### config.mk
export PLATFORM = sky130hd
export DESIGN_NAME = gpio_subsystem
export DESIGN_NICKNAME = d
export VERILOG_FILES = /design/src/source/axi_lite_pkg.sv /design/src/source/gpio_pkg.sv /design/src/source/axi_local_bridge.sv /design/src/source/gpio_input_sync.sv /design/src/source/gpio_regs.sv /design/src/source/gpio_subsystem.sv
export VERILOG_INCLUDE_DIRS = /design/src /design/src/include
export SDC_FILE = /design/constraint.sdc
export NUM_CORES = 1
export LEC_CHECK = 0
export ABC_AREA = 1
export BUFFER_PORTS_ARGS = -buffer_cell sky130_fd_sc_hd__buf_2
export CAP_MARGIN = 20
export CELL_PAD_IN_SITES_DETAIL_PLACEMENT = 1
export CELL_PAD_IN_SITES_GLOBAL_PLACEMENT = 1
export CORE_UTILIZATION = 30
export CTS_CLUSTER_DIAMETER = 120
export DETAILED_ROUTE_END_ITERATION = 8
export GPL_TIMING_DRIVEN = 0
export PLACE_DENSITY = 0.67
export SLEW_MARGIN = 20
export SYNTH_ARGS = -nofsm -noshare
export SYNTH_HDL_FRONTEND = slang
export SYNTH_SLANG_ARGS = --single-unit
### constraint.sdc
create_clock -name ACLK -period 4.25 [get_ports ACLK]
set_input_delay 0.85 -clock ACLK [delete_from_list [all_inputs] [get_ports ACLK]]
set_output_delay 0.85 -clock ACLK [all_outputs]
set_load 0.05 [all_outputs]
### src/include/gpio_defines.svh
`ifndef GPIO_DEFINES_SVH
`define GPIO_DEFINES_SVH

// ******************************
// bus widths
// ******************************
`define AXI_ADDR_W 16
`define AXI_DATA_W 32

// ******************************
// gpio block
// ******************************
`define GPIO_W           16
`define GPIO_SYNC_STAGES 2

// word aligned register offsets
`define GPIO_OFS_DATA_OUT   8'h00
`define GPIO_OFS_DIR        8'h04
`define GPIO_OFS_DATA_IN    8'h08
`define GPIO_OFS_IRQ_STATUS 8'h0C
`define GPIO_OFS_IRQ_ENABLE 8'h10

`endif

### src/source/axi_lite_pkg.sv
`include "gpio_defines.svh"

package axi_lite_pkg;

   // response codes of the b and r channels
   typedef enum logic [1:0] {
      OKAY   = 2'b00,
      EXOKAY = 2'b01,
      SLVERR = 2'b10,
      DECERR = 2'b11
   } axi_resp_t;

   typedef logic [`AXI_ADDR_W-1:0] axi_addr_t;

   typedef logic [`AXI_DATA_W-1:0] axi_data_t;

   // one strobe bit per data byte
   typedef logic [`AXI_DATA_W/8-1:0] axi_strb_t;

endpackage

### src/source/gpio_pkg.sv
`include "gpio_defines.svh"

package gpio_pkg;

   typedef logic [`GPIO_W-1:0] gpio_vec_t;

   // register index as seen on address bits [4:2]
   typedef enum logic [2:0] {
      REG_DATA_OUT   = 3'(`GPIO_OFS_DATA_OUT >> 2),
      REG_DIR        = 3'(`GPIO_OFS_DIR >> 2),
      REG_DATA_IN    = 3'(`GPIO_OFS_DATA_IN >> 2),
      REG_IRQ_STATUS = 3'(`GPIO_OFS_IRQ_STATUS >> 2),
      REG_IRQ_ENABLE = 3'(`GPIO_OFS_IRQ_ENABLE >> 2)
   } gpio_reg_e;

endpackage

### src/source/axi_local_bridge.sv
`timescale 1ns/1ps

module axi_local_bridge (
   input  logic                    ACLK,
   input  logic                    ARESETN,
   // write address channel
   input  axi_lite_pkg::axi_addr_t s_axi_awaddr,
   input  logic [3:0]              s_axi_awcache,
   input  logic [2:0]              s_axi_awprot,
   input  logic                    s_axi_awvalid,
   output logic                    s_axi_awready,
   // write data channel
   input  axi_lite_pkg::axi_data_t s_axi_wdata,
   input  axi_lite_pkg::axi_strb_t s_axi_wstrb,
   input  logic                    s_axi_wvalid,
   output logic                    s_axi_wready,
   // write response channel
   output logic                    s_axi_bvalid,
   input  logic                    s_axi_bready,
   output axi_lite_pkg::axi_resp_t s_axi_bresp,
   // read address channel
   input  axi_lite_pkg::axi_addr_t s_axi_araddr,
   input  logic [3:0]              s_axi_arcache,
   input  logic [2:0]              s_axi_arprot,
   input  logic                    s_axi_arvalid,
   output logic                    s_axi_arready,
   // read data channel
   output axi_lite_pkg::axi_data_t s_axi_rdata,
   output axi_lite_pkg::axi_resp_t s_axi_rresp,
   output logic                    s_axi_rvalid,
   input  logic                    s_axi_rready,
   // local bus
   output logic                    local_cs,
   output logic                    local_rnw,
   output axi_lite_pkg::axi_addr_t local_addr,
   output axi_lite_pkg::axi_strb_t local_be,
   output axi_lite_pkg::axi_data_t local_wdata,
   input  logic                    local_ack,
   input  axi_lite_pkg::axi_data_t local_rdata
);

   typedef enum logic [1:0] {
      IDLE   = 2'd0,
      WRITE  = 2'd1,
      WRITE2 = 2'd2,
      READ   = 2'd3
   } state_e;

   state_e                  state;
   state_e                  state_nxt;
   logic                    rnw_q;
   axi_lite_pkg::axi_addr_t addr_q;
   axi_lite_pkg::axi_strb_t be_q;
   axi_lite_pkg::axi_data_t wdata_q;
   logic                    aw_hs;
   logic                    w_hs;
   logic                    ar_hs;

   // cache and prot carry no meaning for this slave

   // ******************************
   // handshakes
   // ******************************
   assign s_axi_awready = (state == IDLE);
   // W may ride along with AW out of IDLE
   assign s_axi_wready  = (state == WRITE) || (state == IDLE && s_axi_awvalid);
   // a read waits while a write address is offered
   assign s_axi_arready = (state == IDLE) && !s_axi_awvalid;

   assign aw_hs = s_axi_awvalid && s_axi_awready;
   assign w_hs  = s_axi_wvalid && s_axi_wready;
   assign ar_hs = s_axi_arvalid && s_axi_arready;

   always_comb begin
      state_nxt = state;
      case (state)
         IDLE: begin
            if (aw_hs) begin
               state_nxt = w_hs ? WRITE2 : WRITE;
            end else if (ar_hs) begin
               state_nxt = READ;
            end
         end
         WRITE: begin
            if (w_hs) begin
               state_nxt = WRITE2;
            end
         end
         WRITE2: begin
            if (local_ack && s_axi_bready) begin
               state_nxt = IDLE;
            end
         end
         READ: begin
            if (local_ack && s_axi_rready) begin
               state_nxt = IDLE;
            end
         end
         default: begin
            state_nxt = IDLE;
         end
      endcase
   end

   always_ff @(posedge ACLK or negedge ARESETN) begin
      if (!ARESETN) begin
         state <= IDLE;
         rnw_q <= 1'b0;
      end else begin
         state <= state_nxt;
         if (aw_hs) begin
            rnw_q <= 1'b0;
         end else if (ar_hs) begin
            rnw_q <= 1'b1;
         end
      end
   end

   // transfer fields
   always_ff @(posedge ACLK) begin
      if (aw_hs) begin
         addr_q <= s_axi_awaddr;
      end else if (ar_hs) begin
         addr_q <= s_axi_araddr;
      end
      if (w_hs) begin
         wdata_q <= s_axi_wdata;
         be_q    <= s_axi_wstrb;
      end
   end

   // ******************************
   // local bus and responses
   // ******************************
   assign local_cs    = (state == WRITE2) || (state == READ);
   assign local_rnw   = rnw_q;
   assign local_addr  = addr_q;
   assign local_be    = be_q;
   assign local_wdata = wdata_q;

   assign s_axi_bvalid = (state == WRITE2) && local_ack;
   assign s_axi_bresp  = axi_lite_pkg::OKAY;
   assign s_axi_rvalid = (state == READ) && local_ack;
   assign s_axi_rresp  = axi_lite_pkg::OKAY;
   assign s_axi_rdata  = (state == READ) ? local_rdata : '0;

endmodule

### src/source/gpio_input_sync.sv
`timescale 1ns/1ps
`include "gpio_defines.svh"

module gpio_input_sync (
   input  logic                ACLK,
   input  logic                ARESETN,
   input  gpio_pkg::gpio_vec_t gpio_in,
   output gpio_pkg::gpio_vec_t gpio_sync,
   output gpio_pkg::gpio_vec_t gpio_rise
);

   // stage 0 takes the raw pins
   gpio_pkg::gpio_vec_t sync_q [`GPIO_SYNC_STAGES];
   gpio_pkg::gpio_vec_t hist_q;

   always_ff @(posedge ACLK or negedge ARESETN) begin
      if (!ARESETN) begin
         for (int i = 0; i < `GPIO_SYNC_STAGES; i++) begin
            sync_q[i] <= '0;
         end
         hist_q <= '0;
      end else begin
         sync_q[0] <= gpio_in;
         for (int i = 1; i < `GPIO_SYNC_STAGES; i++) begin
            sync_q[i] <= sync_q[i-1];
         end
         hist_q <= sync_q[`GPIO_SYNC_STAGES-1];
      end
   end

   assign gpio_sync = sync_q[`GPIO_SYNC_STAGES-1];

   // low last cycle, high now
   assign gpio_rise = gpio_sync & ~hist_q;

endmodule

### src/source/gpio_regs.sv
`timescale 1ns/1ps
`include "gpio_defines.svh"

module gpio_regs (
   input  logic                    ACLK,
   input  logic                    ARESETN,
   input  logic                    local_cs,
   input  logic                    local_rnw,
   input  axi_lite_pkg::axi_addr_t local_addr,
   input  axi_lite_pkg::axi_strb_t local_be,
   input  axi_lite_pkg::axi_data_t local_wdata,
   output logic                    local_ack,
   output axi_lite_pkg::axi_data_t local_rdata,
   input  gpio_pkg::gpio_vec_t     gpio_sync,
   input  gpio_pkg::gpio_vec_t     gpio_rise,
   output gpio_pkg::gpio_vec_t     gpio_out,
   output gpio_pkg::gpio_vec_t     gpio_oe,
   output logic                    irq
);

   gpio_pkg::gpio_vec_t     data_out_q;
   gpio_pkg::gpio_vec_t     dir_q;
   gpio_pkg::gpio_vec_t     irq_status_q;
   gpio_pkg::gpio_vec_t     irq_enable_q;
   gpio_pkg::gpio_vec_t     irq_clr;
   gpio_pkg::gpio_reg_e     reg_idx;
   axi_lite_pkg::axi_data_t rd_val;
   logic                    addr_hit;
   logic                    access;
   logic                    wr_en;

   function automatic gpio_pkg::gpio_vec_t byte_merge(
      input gpio_pkg::gpio_vec_t     old_val,
      input axi_lite_pkg::axi_data_t wdata,
      input axi_lite_pkg::axi_strb_t be
   );
      gpio_pkg::gpio_vec_t result;
      result = old_val;
      for (int b = 0; b < `GPIO_W / 8; b++) begin
         if (be[b]) begin
            result[b*8 +: 8] = wdata[b*8 +: 8];
         end
      end
      return result;
   endfunction

   // ******************************
   // decode
   // ******************************
   assign reg_idx  = gpio_pkg::gpio_reg_e'(local_addr[4:2]);
   assign addr_hit = (local_addr[`AXI_ADDR_W-1:5] == '0);
   // first cycle of chip select, the one where ack rises
   assign access   = local_cs && !local_ack;
   assign wr_en    = access && !local_rnw && addr_hit;

   // write-one-to-clear mask
   assign irq_clr = (wr_en && reg_idx == gpio_pkg::REG_IRQ_STATUS) ?
                    byte_merge('0, local_wdata, local_be) : '0;

   always_comb begin
      rd_val = '0;
      if (addr_hit) begin
         case (reg_idx)
            gpio_pkg::REG_DATA_OUT:   rd_val = axi_lite_pkg::axi_data_t'(data_out_q);
            gpio_pkg::REG_DIR:        rd_val = axi_lite_pkg::axi_data_t'(dir_q);
            gpio_pkg::REG_DATA_IN:    rd_val = axi_lite_pkg::axi_data_t'(gpio_sync);
            gpio_pkg::REG_IRQ_STATUS: rd_val = axi_lite_pkg::axi_data_t'(irq_status_q);
            gpio_pkg::REG_IRQ_ENABLE: rd_val = axi_lite_pkg::axi_data_t'(irq_enable_q);
            default:                  rd_val = '0;
         endcase
      end
   end

   // ******************************
   // registers
   // ******************************
   always_ff @(posedge ACLK or negedge ARESETN) begin
      if (!ARESETN) begin
         local_ack    <= 1'b0;
         data_out_q   <= '0;
         dir_q        <= '0;
         irq_status_q <= '0;
         irq_enable_q <= '0;
         irq          <= 1'b0;
      end else begin
         local_ack <= local_cs;
         if (wr_en) begin
            case (reg_idx)
               gpio_pkg::REG_DATA_OUT:
                  data_out_q <= byte_merge(data_out_q, local_wdata, local_be);
               gpio_pkg::REG_DIR:
                  dir_q <= byte_merge(dir_q, local_wdata, local_be);
               gpio_pkg::REG_IRQ_ENABLE:
                  irq_enable_q <= byte_merge(irq_enable_q, local_wdata, local_be);
               default: begin
               end
            endcase
         end
         // new edges beat a clear in the same cycle
         irq_status_q <= (irq_status_q & ~irq_clr) | gpio_rise;
         irq          <= |(irq_status_q & irq_enable_q);
      end
   end

   // read data is captured once and held while chip select stays high
   always_ff @(posedge ACLK) begin
      if (access) begin
         local_rdata <= rd_val;
      end
   end

   assign gpio_out = data_out_q;
   assign gpio_oe  = dir_q;

endmodule

### src/source/gpio_subsystem.sv
`timescale 1ns/1ps

module gpio_subsystem (
   input  logic                    ACLK,
   input  logic                    ARESETN,
   input  axi_lite_pkg::axi_addr_t s_axi_awaddr,
   input  logic [3:0]              s_axi_awcache,
   input  logic [2:0]              s_axi_awprot,
   input  logic                    s_axi_awvalid,
   output logic                    s_axi_awready,
   input  axi_lite_pkg::axi_data_t s_axi_wdata,
   input  axi_lite_pkg::axi_strb_t s_axi_wstrb,
   input  logic                    s_axi_wvalid,
   output logic                    s_axi_wready,
   output logic                    s_axi_bvalid,
   input  logic                    s_axi_bready,
   output axi_lite_pkg::axi_resp_t s_axi_bresp,
   input  axi_lite_pkg::axi_addr_t s_axi_araddr,
   input  logic [3:0]              s_axi_arcache,
   input  logic [2:0]              s_axi_arprot,
   input  logic                    s_axi_arvalid,
   output logic                    s_axi_arready,
   output axi_lite_pkg::axi_data_t s_axi_rdata,
   output axi_lite_pkg::axi_resp_t s_axi_rresp,
   output logic                    s_axi_rvalid,
   input  logic                    s_axi_rready,
   input  gpio_pkg::gpio_vec_t     gpio_in,
   output gpio_pkg::gpio_vec_t     gpio_out,
   output gpio_pkg::gpio_vec_t     gpio_oe,
   output logic                    irq
);

   logic                    local_cs;
   logic                    local_rnw;
   axi_lite_pkg::axi_addr_t local_addr;
   axi_lite_pkg::axi_strb_t local_be;
   axi_lite_pkg::axi_data_t local_wdata;
   logic                    local_ack;
   axi_lite_pkg::axi_data_t local_rdata;
   gpio_pkg::gpio_vec_t     gpio_sync;
   gpio_pkg::gpio_vec_t     gpio_rise;

   axi_local_bridge u_bridge (
      .ACLK          (ACLK),
      .ARESETN       (ARESETN),
      .s_axi_awaddr  (s_axi_awaddr),
      .s_axi_awcache (s_axi_awcache),
      .s_axi_awprot  (s_axi_awprot),
      .s_axi_awvalid (s_axi_awvalid),
      .s_axi_awready (s_axi_awready),
      .s_axi_wdata   (s_axi_wdata),
      .s_axi_wstrb   (s_axi_wstrb),
      .s_axi_wvalid  (s_axi_wvalid),
      .s_axi_wready  (s_axi_wready),
      .s_axi_bvalid  (s_axi_bvalid),
      .s_axi_bready  (s_axi_bready),
      .s_axi_bresp   (s_axi_bresp),
      .s_axi_araddr  (s_axi_araddr),
      .s_axi_arcache (s_axi_arcache),
      .s_axi_arprot  (s_axi_arprot),
      .s_axi_arvalid (s_axi_arvalid),
      .s_axi_arready (s_axi_arready),
      .s_axi_rdata   (s_axi_rdata),
      .s_axi_rresp   (s_axi_rresp),
      .s_axi_rvalid  (s_axi_rvalid),
      .s_axi_rready  (s_axi_rready),
      .local_cs      (local_cs),
      .local_rnw     (local_rnw),
      .local_addr    (local_addr),
      .local_be      (local_be),
      .local_wdata   (local_wdata),
      .local_ack     (local_ack),
      .local_rdata   (local_rdata)
   );

   gpio_input_sync u_sync (
      .ACLK      (ACLK),
      .ARESETN   (ARESETN),
      .gpio_in   (gpio_in),
      .gpio_sync (gpio_sync),
      .gpio_rise (gpio_rise)
   );

   gpio_regs u_regs (
      .ACLK        (ACLK),
      .ARESETN     (ARESETN),
      .local_cs    (local_cs),
      .local_rnw   (local_rnw),
      .local_addr  (local_addr),
      .local_be    (local_be),
      .local_wdata (local_wdata),
      .local_ack   (local_ack),
      .local_rdata (local_rdata),
      .gpio_sync   (gpio_sync),
      .gpio_rise   (gpio_rise),
      .gpio_out    (gpio_out),
      .gpio_oe     (gpio_oe),
      .irq         (irq)
   );

endmodule

## After elaboration in Yosys (flattened, before gate mapping)

Index checks and enable logic that the tools add are counted.

| operators by class | value |
|---|---|
| multipliers | 0 |
| bitwise gates (word level) | 6 |
| add/subtract/negate cells | 0 |
| $lt $le $gt $ge | 0 |
| equal/unequal tests | 11 |
| shifts and indexed selects | 0 |
| divide/modulo/power cells | 0 |
| reductions and logical operators | 29 |
| mux-type cells | 16 |

Operators with widths:

| operator | count |
|---|---|
| 16-bit case mux with 5 select lines | 1 |
| 16-bit bitwise AND | 3 |
| 16-bit 2-to-1 mux | 3 |
| 32-bit 2-to-1 mux | 1 |
| 16-bit NOT | 2 |
| 3-bit AND reduction | 6 |
| 8-bit 2-to-1 mux | 2 |
| 16-bit bitwise OR | 1 |
| 16-bit OR reduction | 1 |
| 1-bit logical AND | 12 |
| 2-bit 2-to-1 mux | 6 |
| 11-bit zero test | 1 |
| 2-bit case mux with 4 select lines | 1 |
| 3-bit by 2-bit equality test with 1-bit output, second input constant | 2 |
| 2-bit by 1-bit != test with 1-bit output, second input constant | 3 |
| 2-bit equality test, second input constant | 2 |
| 4-bit AND reduction | 1 |
| 3-bit by 1-bit equality test with 1-bit output, second input constant | 1 |
| 3-bit equality test, second input constant | 1 |
| 1-bit zero test | 3 |
| 3-bit zero test | 1 |
| 3-bit by 1-bit != test with 1-bit output, second input constant | 1 |
| 2-bit by 1-bit equality test with 1-bit output, second input constant | 1 |
| 2-bit zero test | 1 |
| 3 further kinds | 5 |

| word-level totals | value |
|---|---|
| output and inout port bits | 74 |
| memories kept | 0 |
| bits in read-only memories | 0 |
| input bits | 105 |
| bits in latches | 0 |
| register bits | 183 |
| memory bits (writable) | 0 |

## Logic depth before layout (Yosys ltp)

Gate-level depths: netlist of run 1.

| depth | value |
|---|---|
| word-level depth | 10 |
| mapped depth | 9 |

## By module

A second synthesis of run 1 with hierarchy kept.

| second synthesis, totals | value |
|---|---|
| cell total of the unflattened synthesis | 865 |
| area, all modules | 8,315.5 um^2 |

By module, submodules not included:

| module | times used | cells an instance | area an instance (um^2) |
|---|---|---|---|
| gpio_regs | 1 | 553 | 4,496.8 |
| axi_local_bridge | 1 | 216 | 2,337.2 |
| gpio_input_sync | 1 | 96 | 1,481.4 |

## Least setup slack after synthesis of run 1

OpenSTA, ideal clock, no wires.

| timing path | value |
|---|---|
| kind | register to register |
| start | register u_bridge.state[1] |
| end | register u_bridge.be_q[0] (netlist: u_bridge.local_be[0]), enable pin |
| clock period less this slack | 3.221 ns |
| path slack | 1.029 ns |
| path buffers | 2 |
| cell stages (with the launch flop) | 8 |
| data required time | 3.851 ns |
| data arrival time | 2.822 ns |
| path through | dfrtp_1 -> buf_4 -> nor2_1 -> inv_1 -> nor2_4 -> inv_1 -> buf_2 -> a21oi_1 |

| between the ends | value |
|---|---|
| longest elaborated chain between the ends | 4 |

Ends and longest elaborated chain:

| what | line | source |
|---|---|---|
| start: declaration | axi_local_bridge.sv:49 | `state_e state;` |
| start signal: assignment | axi_local_bridge.sv:110 | `state <= state_nxt;` |
| 2-bit zero test | - |  |
| via s_axi_awready | gpio_subsystem.sv:10 | `output logic s_axi_awready,` |
| 1-bit logical AND | axi_local_bridge.sv:66 | `assign s_axi_wready = (state == WRITE) \|\| (state == IDLE && s_axi_awvalid);` |
| 1-bit logical OR | axi_local_bridge.sv:66 |  |
| 1-bit logical AND | axi_local_bridge.sv:71 | `assign w_hs = s_axi_wvalid && s_axi_wready;` |
| via u_bridge.w_hs | axi_local_bridge.sv:56 | `logic w_hs;` |
| end signal: assignment | axi_local_bridge.sv:128 | `be_q <= s_axi_wstrb;` |
| end: declaration | axi_local_bridge.sv:53 | `axi_lite_pkg::axi_strb_t be_q;` |

The timed path passes the listed nets, and every way through them passes these cells.
A chain may end at the register's enable or synchronous reset.

## Worst setup path after layout of run 1

| timing path | value |
|---|---|
| start | register u_bridge.state[1] |
| end | output s_axi_wready |

| between the ends | value |
|---|---|
| longest elaborated chain between the ends | 3 |

Ends and longest elaborated chain:

| what | line | source |
|---|---|---|
| 2-bit zero test | axi_local_bridge.sv:66 |  |
| 1-bit logical AND | axi_local_bridge.sv:66 |  |
| 1-bit logical OR (*) | axi_local_bridge.sv:66 |  |
| end: declaration | gpio_subsystem.sv:14 | `output logic s_axi_wready,` |

Every way passes the cells marked *; elsewhere a longest branch is shown, timed or not.

==> results_dict.tcl, run 1 <==
set metrics [dict create \
    end_kind "output port" \
    ys.flop_type "dfrtp_1" \
    rows 55 \
    dpl.cell_count 1144 \
    antenna_cells 0 \
    wl_met2_mm 9.38 \
    slew_headroom 0.499 \
    wire_per_inst_microns 16.2 \
    drc_errors 0 \
    cts.sinks 165 \
    wl_met3_microns 805 \
    grt_pass1_wl_mm 30.3 \
    grt_usage 0.171 \
    io-pin-count 179 \
    drt-initial-drc-count 218 \
    layout.nets 983 \
    synth_most_common_cell "nand2_1" \
    grt_pass1_vias 5583 \
    worstMarginPinSlew_ps 748 \
    drv_cap 0 \
    period_needed_ps 2980 \
    start_util 0.306 \
    cts_inserted_buffers 17 \
    io_buffers 122 \
    place_congestion 0.782 \
    ys_async_sr_fraction 0.709 \
    dp_hpwl_mm 13.8 \
    areaGrowthSynthToFinish_pct 24.4 \
    antenna_found_initial 0 \
    finalSetupTns_ps 0 \
    period_share 0.701 \
    outcome "complete, no violations" \
    instances_no_fill 1176 \
    netlist_instances 715 \
    ir_drop_uv 337 \
    antenna_left 0 \
    synthTopCellsByCount "nand2_1 (224), dfrtp_1 (117), inv_1 (91), o21ai_0 (62), edfxtp_1 (48)" \
    path_clk_slew_ps 60 \
    leakage_nw 4.18 \
    clk_latency_ps 430 \
    root_buffer "clkbuf_16" \
    die-area_sq_mm 0.0236 \
    skew_ps 7.39 \
    vias 5267 \
    yosys-top-cells-area "dfrtp_1 (42%), edfxtp_1 (21%), nand2_1 (12%)" \
    avgSynthCellArea_sq_um 9.65 \
    synth-edff-count 48 \
    hold_class "in2async" \
    setup_viol 0 \
    vias_per_cell 4.48 \
    wl_met1_mm 8.54 \
    cts_hold_buf 0 \
    core-area_sq_mm 0.0226 \
    routed_wl_mm 19.0 \
    r2r-start "u_bridge.state[1]" \
    synth_top_area_cell "dfrtp_1" \
    ys.warnings.count 0 \
    fmax_mhz 336 \
    die_w_microns 154 \
    rsz0062_at_grt "false" \
    fillers 2656 \
    synth_seq_cells 165 \
    worst_setup_path_start_kind "flop" \
    yosysTopAreaCellShare 0.425 \
    critPathLaunch "u_bridge.state[1]" \
    synth.distinct_cells 28 \
    worst-endpoint-required_ps 3400 \
    drv_slew 0 \
    critPathMaxFanout 10 \
    drive_above_1_share 0.231 \
    die_y_microns 154 \
    maxUsedRoutingLayer "met4" \
    first_pass_iters 4 \
    post_cts_resized 0 \
    hold_viol 0 \
    cts_tree "yes" \
    htree_levels 4 \
    crit_type "reg2out" \
    power_density_mw_per_mm2 513 \
    post_cts_buffers 0 \
    grt-ovfl-total 0 \
    power_mw 4.40 \
    crit_arrival_ps 2130 \
    syn_area_sq_mm 0.00690 \
    ys_seq_area_frac 0.634 \
    grt_max_degree 73 \
    whs_ps 343 \
    cts_buffer_depth 2 \
]
[metrics by stage]
step	area [sq um]	utilization	worst slack, ps
2_1_floorplan	6970	-	1030
3_3_place_gp	7940	0.352	362
3_5_place_dp	8010	0.355	1460
4_1_cts	8580	0.380	1240
5_1_grt	8580	0.380	1140
6_report	8580	0.380	1270
[sequential cells by signal (all words and copies together), names as in the netlist, 2 cells and up]
signal and flops:
u_bridge.local_addr 14, u_bridge.local_be 2, u_bridge.local_wdata 16, u_bridge.state 2, u_regs.gpio_oe 16, u_regs.gpio_out 16, u_regs.irq_enable_q 16, u_regs.irq_status_q 16
u_regs.local_rdata 16, u_sync.gpio_sync 16, u_sync.hist_q 16, u_sync.sync_q 16
[worst max-delay path: stages (launching register included)]
cell	delay, ps
dfrtp_1	360
buf_4	160
nor2_1	180
inv_1	130
nor2_4	170
inv_1	140
buf_2	230
nand2_1	80
buf_2	260
[cell usage in the layout, fill, tap and decap left out, drive strengths merged, types with 5 or more instances in the layout]
| cell type | n |
|---|---|
| a21oi | 16 |
| buf | 156 |
| clkbuf | 31 |
| clkinv | 6 |
| conb | 20 |
| dfrtp | 117 |
| edfxtp | 48 |
| inv | 96 |
| nand2 | 224 |
| nand3 | 5 |
| nor2 | 56 |
| nor3 | 5 |
| o21ai | 69 |
| o21bai | 16 |
| o22ai | 14 |
[cell families (layout without fill, tap and decap cells)]
family	after synthesis	after routing	share of synthesized area
buffers and inverters	136	293	0.0902
other	1	20	0.000544
and+or+nand+nor	292	292	0.177
AOI/OAI and AO/OA	121	121	0.0989
DFF	165	165	0.634
[layer usage]
metal / vias to the layer above / GRT usage
met5: - / 0
met2: 126 / 0.290
met1: 2573 / 0.217
met3: 16 / 0.0366
met4: 0 / 0.0581
li1: 2552 / -
[worst paths after layout]
path | endpoint | slack [ps] | cells after the start
setup / recovery | s_axi_wready | 1270 | 8
hold / removal | u_sync.gpio_sync[6] | 340 | 1
setup reg to reg | u_bridge.local_wdata[12] | 1950 | 8
hold reg to reg | u_sync.gpio_sync[8] | 350 | 0
max in group asynchronous | u_regs.gpio_oe[14] | 3190 | 2
min in group ACLK | u_sync.gpio_sync[8] | 350 | 0
[final cells by class]
class | count | area (sq um) | area share
multi-input cells | 433 | 1990 | 0.232
clock inverters | 10 | 105 | 0.0122
flip-flops and latches | 165 | 4370 | 0.509
plain buffers | 40 | 262 | 0.0305
repair buffers | 125 | 674 | 0.0786
inverters | 96 | 360 | 0.0420
clock buffers | 22 | 464 | 0.0541
well taps | 285 | 357 | 0.0416
[report_power, final]
group          total, mW  switching (mW)  internal, mW
sequential          1.95           0.101          1.85
combinational      0.956           0.721         0.236
clock               1.50           0.607         0.889
(Power assumes the default switching activity.)
==> run 2, diff against run 1 <==
Settings changed: ABC_AREA 1 to 0, PLACE_DENSITY 0.67 to 0.64.
Clock period 4.25 ns to 2.9 ns, I/O delays scaled along.
==> run 2 against run 1 <==
Sequential power rose by 42%. Critical path depth shrank 2. Clock-buffer cell count increased by 2. Synthesized area is 3.3% lower. Synthesized cell count shrank 34%. Global-route usage barely moved. Final cell count fell by 21%. Die area decreased by 3.2%. Hold slack worse by 220 ps. Register-to-register slack worse by 1700 ps. Highest routed layer unchanged.
==> results_dict.tcl, run 2 <==
set metrics [dict create \
    outcome "complete, no violations" \
    drc_errors 0 \
    end_kind "flop" \
    antenna_found_initial 0 \
    power.share.sequential 0.444 \
    crit_arrival_ps 3000 \
    synth_seq_cells 165 \
    post_cts_buffers 0 \
    finalSetupTns_ps 0 \
    rsz0062_at_grt "false" \
    grt_max_degree 63 \
    ir_drop_uv 408 \
    maxUsedRoutingLayer "met4" \
    cpPeakStageDelay_ps 660 \
    clk_latency_ps 440 \
    p_sw_frac 0.312 \
    ys_async_sr_fraction 0.709 \
    worst-endpoint-required_ps 3220 \
    antenna_left 0 \
    grt_pass1_wl_mm 28.1 \
    critPathMaxFanout 10 \
    skew_ps 22.8 \
    synth_most_common_cell "dfrtp_1" \
    vias 4491 \
    path_cells "nor4_2, and4_1, clkbuf_1, clkbuf_1, nand3_1, a22o_1" \
    root_buffer "clkbuf_16" \
    drive_above_1_share 0.393 \
    die_y_microns 151 \
    syn_area_sq_mm 0.00667 \
    wire_per_inst_microns 20.1 \
    fmax_mhz 373 \
    hold_viol 0 \
    dp_hpwl_mm 12.9 \
    netlist_instances 469 \
    leakage_nw 3.89 \
    cp_top_family "buffers and inverters" \
    hold_class "in2async" \
    synth-edff-count 48 \
    routed_wl_mm 18.6 \
    antenna_cells 0 \
    grt_pass1_vias 4748 \
    cts.sinks 165 \
    grt_usage 0.172 \
    drv_cap 0 \
    wl_met2_mm 9.15 \
    vias_per_cell 4.86 \
    power_mw 6.24 \
    areaGrowthSynthToFinish_pct 24.8 \
    rows 54 \
    setup_viol 0 \
    wl_met1_mm 8.09 \
    grt-ovfl-total 0 \
    cts_tree "yes" \
    place_congestion 0.785 \
    synthTopCellsByCount "dfrtp_1 (117), mux2_2 (63), edfxtp_1 (48), a21oi_1 (32), nor2_1 (22)" \
    worstMarginPinSlew_ps 973 \
    power_density_mw_per_mm2 749 \
    p_switching_mw 1.95 \
    worst_setup_path_start_kind "flop" \
    cts_inserted_buffers 17 \
    htree_levels 4 \
    crit_type "reg2reg" \
    die_w_microns 151 \
    drt-initial-drc-count 208 \
    ys_seq_area_frac 0.655 \
    slew_headroom 0.346 \
    drv_slew 0 \
    p_int_mw 4.29 \
    final_common_cell "buf_2" \
    first_pass_iters 4 \
    io_buffers 122 \
    path_clk_slew_ps 60 \
    combPwrFrac 0.207 \
    crit_slowest_cell "clkbuf_1" \
    p_clk_frac 0.349 \
    crit_top_cell "clkbuf_1" \
    postLayoutCoreUtil 0.381 \
    avgSynthCellArea_sq_um 14.2 \
    wl_met3_mm 1.00 \
    period_needed_ps 2680 \
    yosys-top-cells-area "dfrtp_1 (44%), edfxtp_1 (22%), mux2_2 (11%)" \
    io-pin-count 179 \
    ys.flop_type "dfrtp_1" \
    period_share 0.926 \
    die-area_sq_mm 0.0228 \
    cp_num_buf_inv 2 \
    synth.distinct_cells 41 \
    start_util 0.306 \
    final_cell_mix "buf_2 (122), dfrtp_1 (117), mux2_2 (63)" \
    synth_top_area_cell "dfrtp_1" \
    layout.nets 736 \
    ys.warnings.count 0 \
    cts_buffer_depth 2 \
    yosysTopAreaCellShare 0.439 \
    core-area_sq_mm 0.0218 \
]
## run 2: cell count changes after synthesis, moves of 17 or more
cell,previous run,this run
nor2_1,45,22
o21ai_0,62,1
inv_1,91,17
and3_1,0,17
nand2_1,224,3
a22o_1,1,20
mux2_2,0,63
## run 2: power groups by stage
stage	Combinational [mW]	Clock (mW)	Sequential [mW]
floorplan	0.896	0	2.77
global route	1.39	2.31	2.79
finish	1.29	2.18	2.77
CTS	1.31	2.23	2.77
detailed placement	1.30	0	2.81
global placement	1.24	0	2.81
## run 2: stage by stage
stage / instance area (sq um) / hold slack (ps) / instances / setup slack (ps)
2_1_floorplan: 6740 / 284 / 488 / 262
3_3_place_gp: 7700 / 336 / 890 / -188
3_5_place_dp: 7750 / 336 / 892 / 174
4_1_cts: 8320 / 135 / 924 / 126
5_1_grt: 8320 / 172 / 924 / 33.7
6_report: 8320 / 120 / 924 / 216
## run 2: worst paths after layout
kind                                         from                     end  slack (ps)  depth (start not counted)
hold reg to reg                 u_sync.sync_q[16]     u_sync.gpio_sync[0]         340                          0
hold / removal                            ARESETN       u_sync.sync_q[30]         120                          1
min in group ACLK                     gpio_in[14]       u_sync.sync_q[30]         240                          1
max in group asynchronous                 ARESETN       u_regs.gpio_oe[3]        2060                          2
setup reg to reg           u_bridge.local_addr[6]  u_regs.irq_status_q[6]         220                          6
setup / recovery           u_bridge.local_addr[6]  u_regs.irq_status_q[6]         220                          6
## run 2: per-layer routing
| layer | up-vias | global-route usage |
|---|---|---|
| met4 | 0 | 0.0640 |
| li1 | 2010 | - |
| met3 | 22 | 0.0398 |
| met1 | 2312 | 0.225 |
| met2 | 147 | 0.277 |
| met5 | - | 0 |
## run 2: cell type report
type	count	area (sq um)
fillers	2346	13500
inverters	17	63.8
clock inverters	8	73.8
plain buffers	41	241
well taps	280	350
repair buffers	124	656
clock buffers	24	493
multi-input cells	265	2080
flip-flops and latches	165	4370
## run 2: timing repair
item                       4_1_cts  5_1_grt
resized for setup                0        1
setup endpoints to repair        0        5
hold buffers                     0        0
## run 2: kinds of logic after synthesis
logic type / share of synthesized area
mux: 0.134
flops: 0.655
other cells: 0.000562
buf+inv: 0.0458
compound gates: 0.0780
simple gates: 0.0870
==> run 3, diff against run 2 <==
Settings changed: PLACE_DENSITY 0.64 to not set, PLACE_DENSITY_LB_ADDON set to 0.2.
==> run 3 against run 2 <==
Via count down 2.3%. Wire length shrank 2.8%. First-iteration DRC count grew 14%. Maximum frequency decreased by 2.5%. Setup slack got worse by 68 ps. Largest cell class unchanged. Largest power group unchanged. Highest routed layer unchanged.
==> results_dict.tcl, run 3 (synthesis gave the netlist of run 2 again) <==
set metrics [dict create \
    place_congestion 0.767 \
    vias 4388 \
    post_cts_resized 0 \
    rows 54 \
    r2r-start "u_bridge.local_addr[6]" \
    drv_slew 0 \
    antenna_left 0 \
    start_util 0.306 \
    first_pass_iters 4 \
    final_cell_mix "buf_2 (122), dfrtp_1 (117), mux2_2 (63)" \
    root_buffer "clkbuf_16" \
    grt_usage 0.168 \
    htree_levels 4 \
    die-area_sq_mm 0.0228 \
    antenna_cells 0 \
    hold_class "in2async" \
    outcome "complete, no violations" \
    routed_wl_mm 18.0 \
    end_kind "flop" \
    power_density_mw_per_mm2 744 \
    drv_cap 0 \
    postLayoutCellArea_sq_mm 0.00831 \
    vias_per_cell 4.75 \
    wire_per_inst_microns 19.5 \
    die_y_microns 151 \
    io_buffers 122 \
    cts.sinks 165 \
    antenna_found_initial 0 \
    final_common_cell "buf_2" \
    grt_max_degree 73 \
    critPathLaunch "u_bridge.local_addr[6]" \
    hold_viol 0 \
    r2r_slack_ps 150 \
    setup_viol 0 \
    layout.nets 736 \
    fillers 2326 \
    cts_inserted_buffers 17 \
    cpPeakStageDelay_ps 680 \
    cts_tree "yes" \
    drive_above_1_share 0.393 \
    skew_ps 8.00 \
    period_share 0.949 \
    crit_slowest_cell "clkbuf_1" \
    worstMarginPinSlew_ps 985 \
    io-pin-count 179 \
    worst-endpoint-required_ps 3210 \
    slew_headroom 0.339 \
    endpoint "u_regs.irq_status_q[1]" \
    reg2reg_to "u_regs.irq_status_q[1]" \
    leakage_nw 3.87 \
    areaGrowthSynthToFinish_pct 24.6 \
    crit_arrival_ps 3060 \
    place_area_sq_mm 0.00776 \
    period_needed_ps 2750 \
    cts_hold_buf 0 \
    core-area_sq_mm 0.0218 \
    ir_drop_uv 420 \
    drc_errors 0 \
    cts_buffer_depth 2 \
    die_w_microns 151 \
    path_clk_slew_ps 60 \
    fmax_mhz 363 \
    whs_ps 90.8 \
    grt_pass1_vias 4635 \
    dp_hpwl_mm 12.6 \
    critPathMaxFanout 10 \
    worst_setup_path_start_kind "flop" \
    drt-initial-drc-count 238 \
    grt-ovfl-total 0 \
    crit_top_cell "clkbuf_1" \
    post_cts_buffers 0 \
    rr_worst_depth 6 \
    crit_type "reg2reg" \
    clk_latency_ps 420 \
    grt_pass1_wl_mm 27.3 \
    path_cells "nor4_2, and4_1, clkbuf_1, clkbuf_1, nand3_1, a22o_1" \
    rsz0062_at_grt "false" \
]
## run 3: changes by cell type in the layout (fill, tap and decap cells not counted), moves of 2 or more
cell,change
clkinv_2,-2
inv_6,+2
clkbuf_1,-3
clkinv_1,+3
clkinvlp_4,+2
## run 3: worst max-delay path, delay by kind of cell (launching register included)
kind | cells | cell delay (ps)
AND/OR/NAND/NOR | 3 | 970
buffers and inverters | 2 | 1080
AO/OA/AOI/OAI | 1 | 210
flip-flops | 1 | 390
## run 3: worst min-delay path by stage
stage	startpoint	to	slack [ps]	cells past startpoint
2_1_floorplan	ARESETN	u_bridge.local_rnw	280	0
3_3_place_gp	u_sync.sync_q[28]	u_sync.gpio_sync[12]	340	0
3_5_place_dp	u_sync.sync_q[28]	u_sync.gpio_sync[12]	340	0
4_1_cts	ARESETN	u_regs.gpio_out[15]	80	1
5_1_grt	ARESETN	u_regs.irq_status_q[2]	110	1
6_report	ARESETN	u_sync.sync_q[18]	90	1
## run 3: power by group
group          switching, mW  internal, mW
Sequential             0.121          2.65
Combinational          0.920         0.370
Clock                  0.926          1.20
## run 3: area by class of cell
class | instances | area (sq um) | area share
buffer | 41 | 241 | 0.0291
clock buffer | 19 | 443 | 0.0533
clock inverter | 13 | 108 | 0.0129
inverter | 17 | 63.8 | 0.00768
multi-input combinational | 265 | 2080 | 0.250
sequential | 165 | 4370 | 0.526
tap | 280 | 350 | 0.0421
timing repair buffer | 124 | 659 | 0.0793
## run 3: routing by layer
layer	GRT usage	share of wire	vias to the layer above
met5	0	0	-
met4	0.0720	0.022	0
met3	0.0419	0.053	26
met2	0.270	0.49	126
met1	0.214	0.43	2219
li1	-	-	2017
## run 3: stage by stage
step | worst slack (ps) | power (mW) | setup TNS, ps | utilization | instances
3_5_place_dp | 176 | 4.12 | 0 | 0.355 | 892
2_1_floorplan | 262 | 3.66 | 0 | - | 488
3_3_place_gp | -251 | 4.07 | -28080 | 0.353 | 890
4_1_cts | 119 | 6.27 | 0 | 0.381 | 924
6_report | 148 | 6.19 | 0 | 0.381 | 924
5_1_grt | 31.0 | 6.47 | 0 | 0.381 | 924
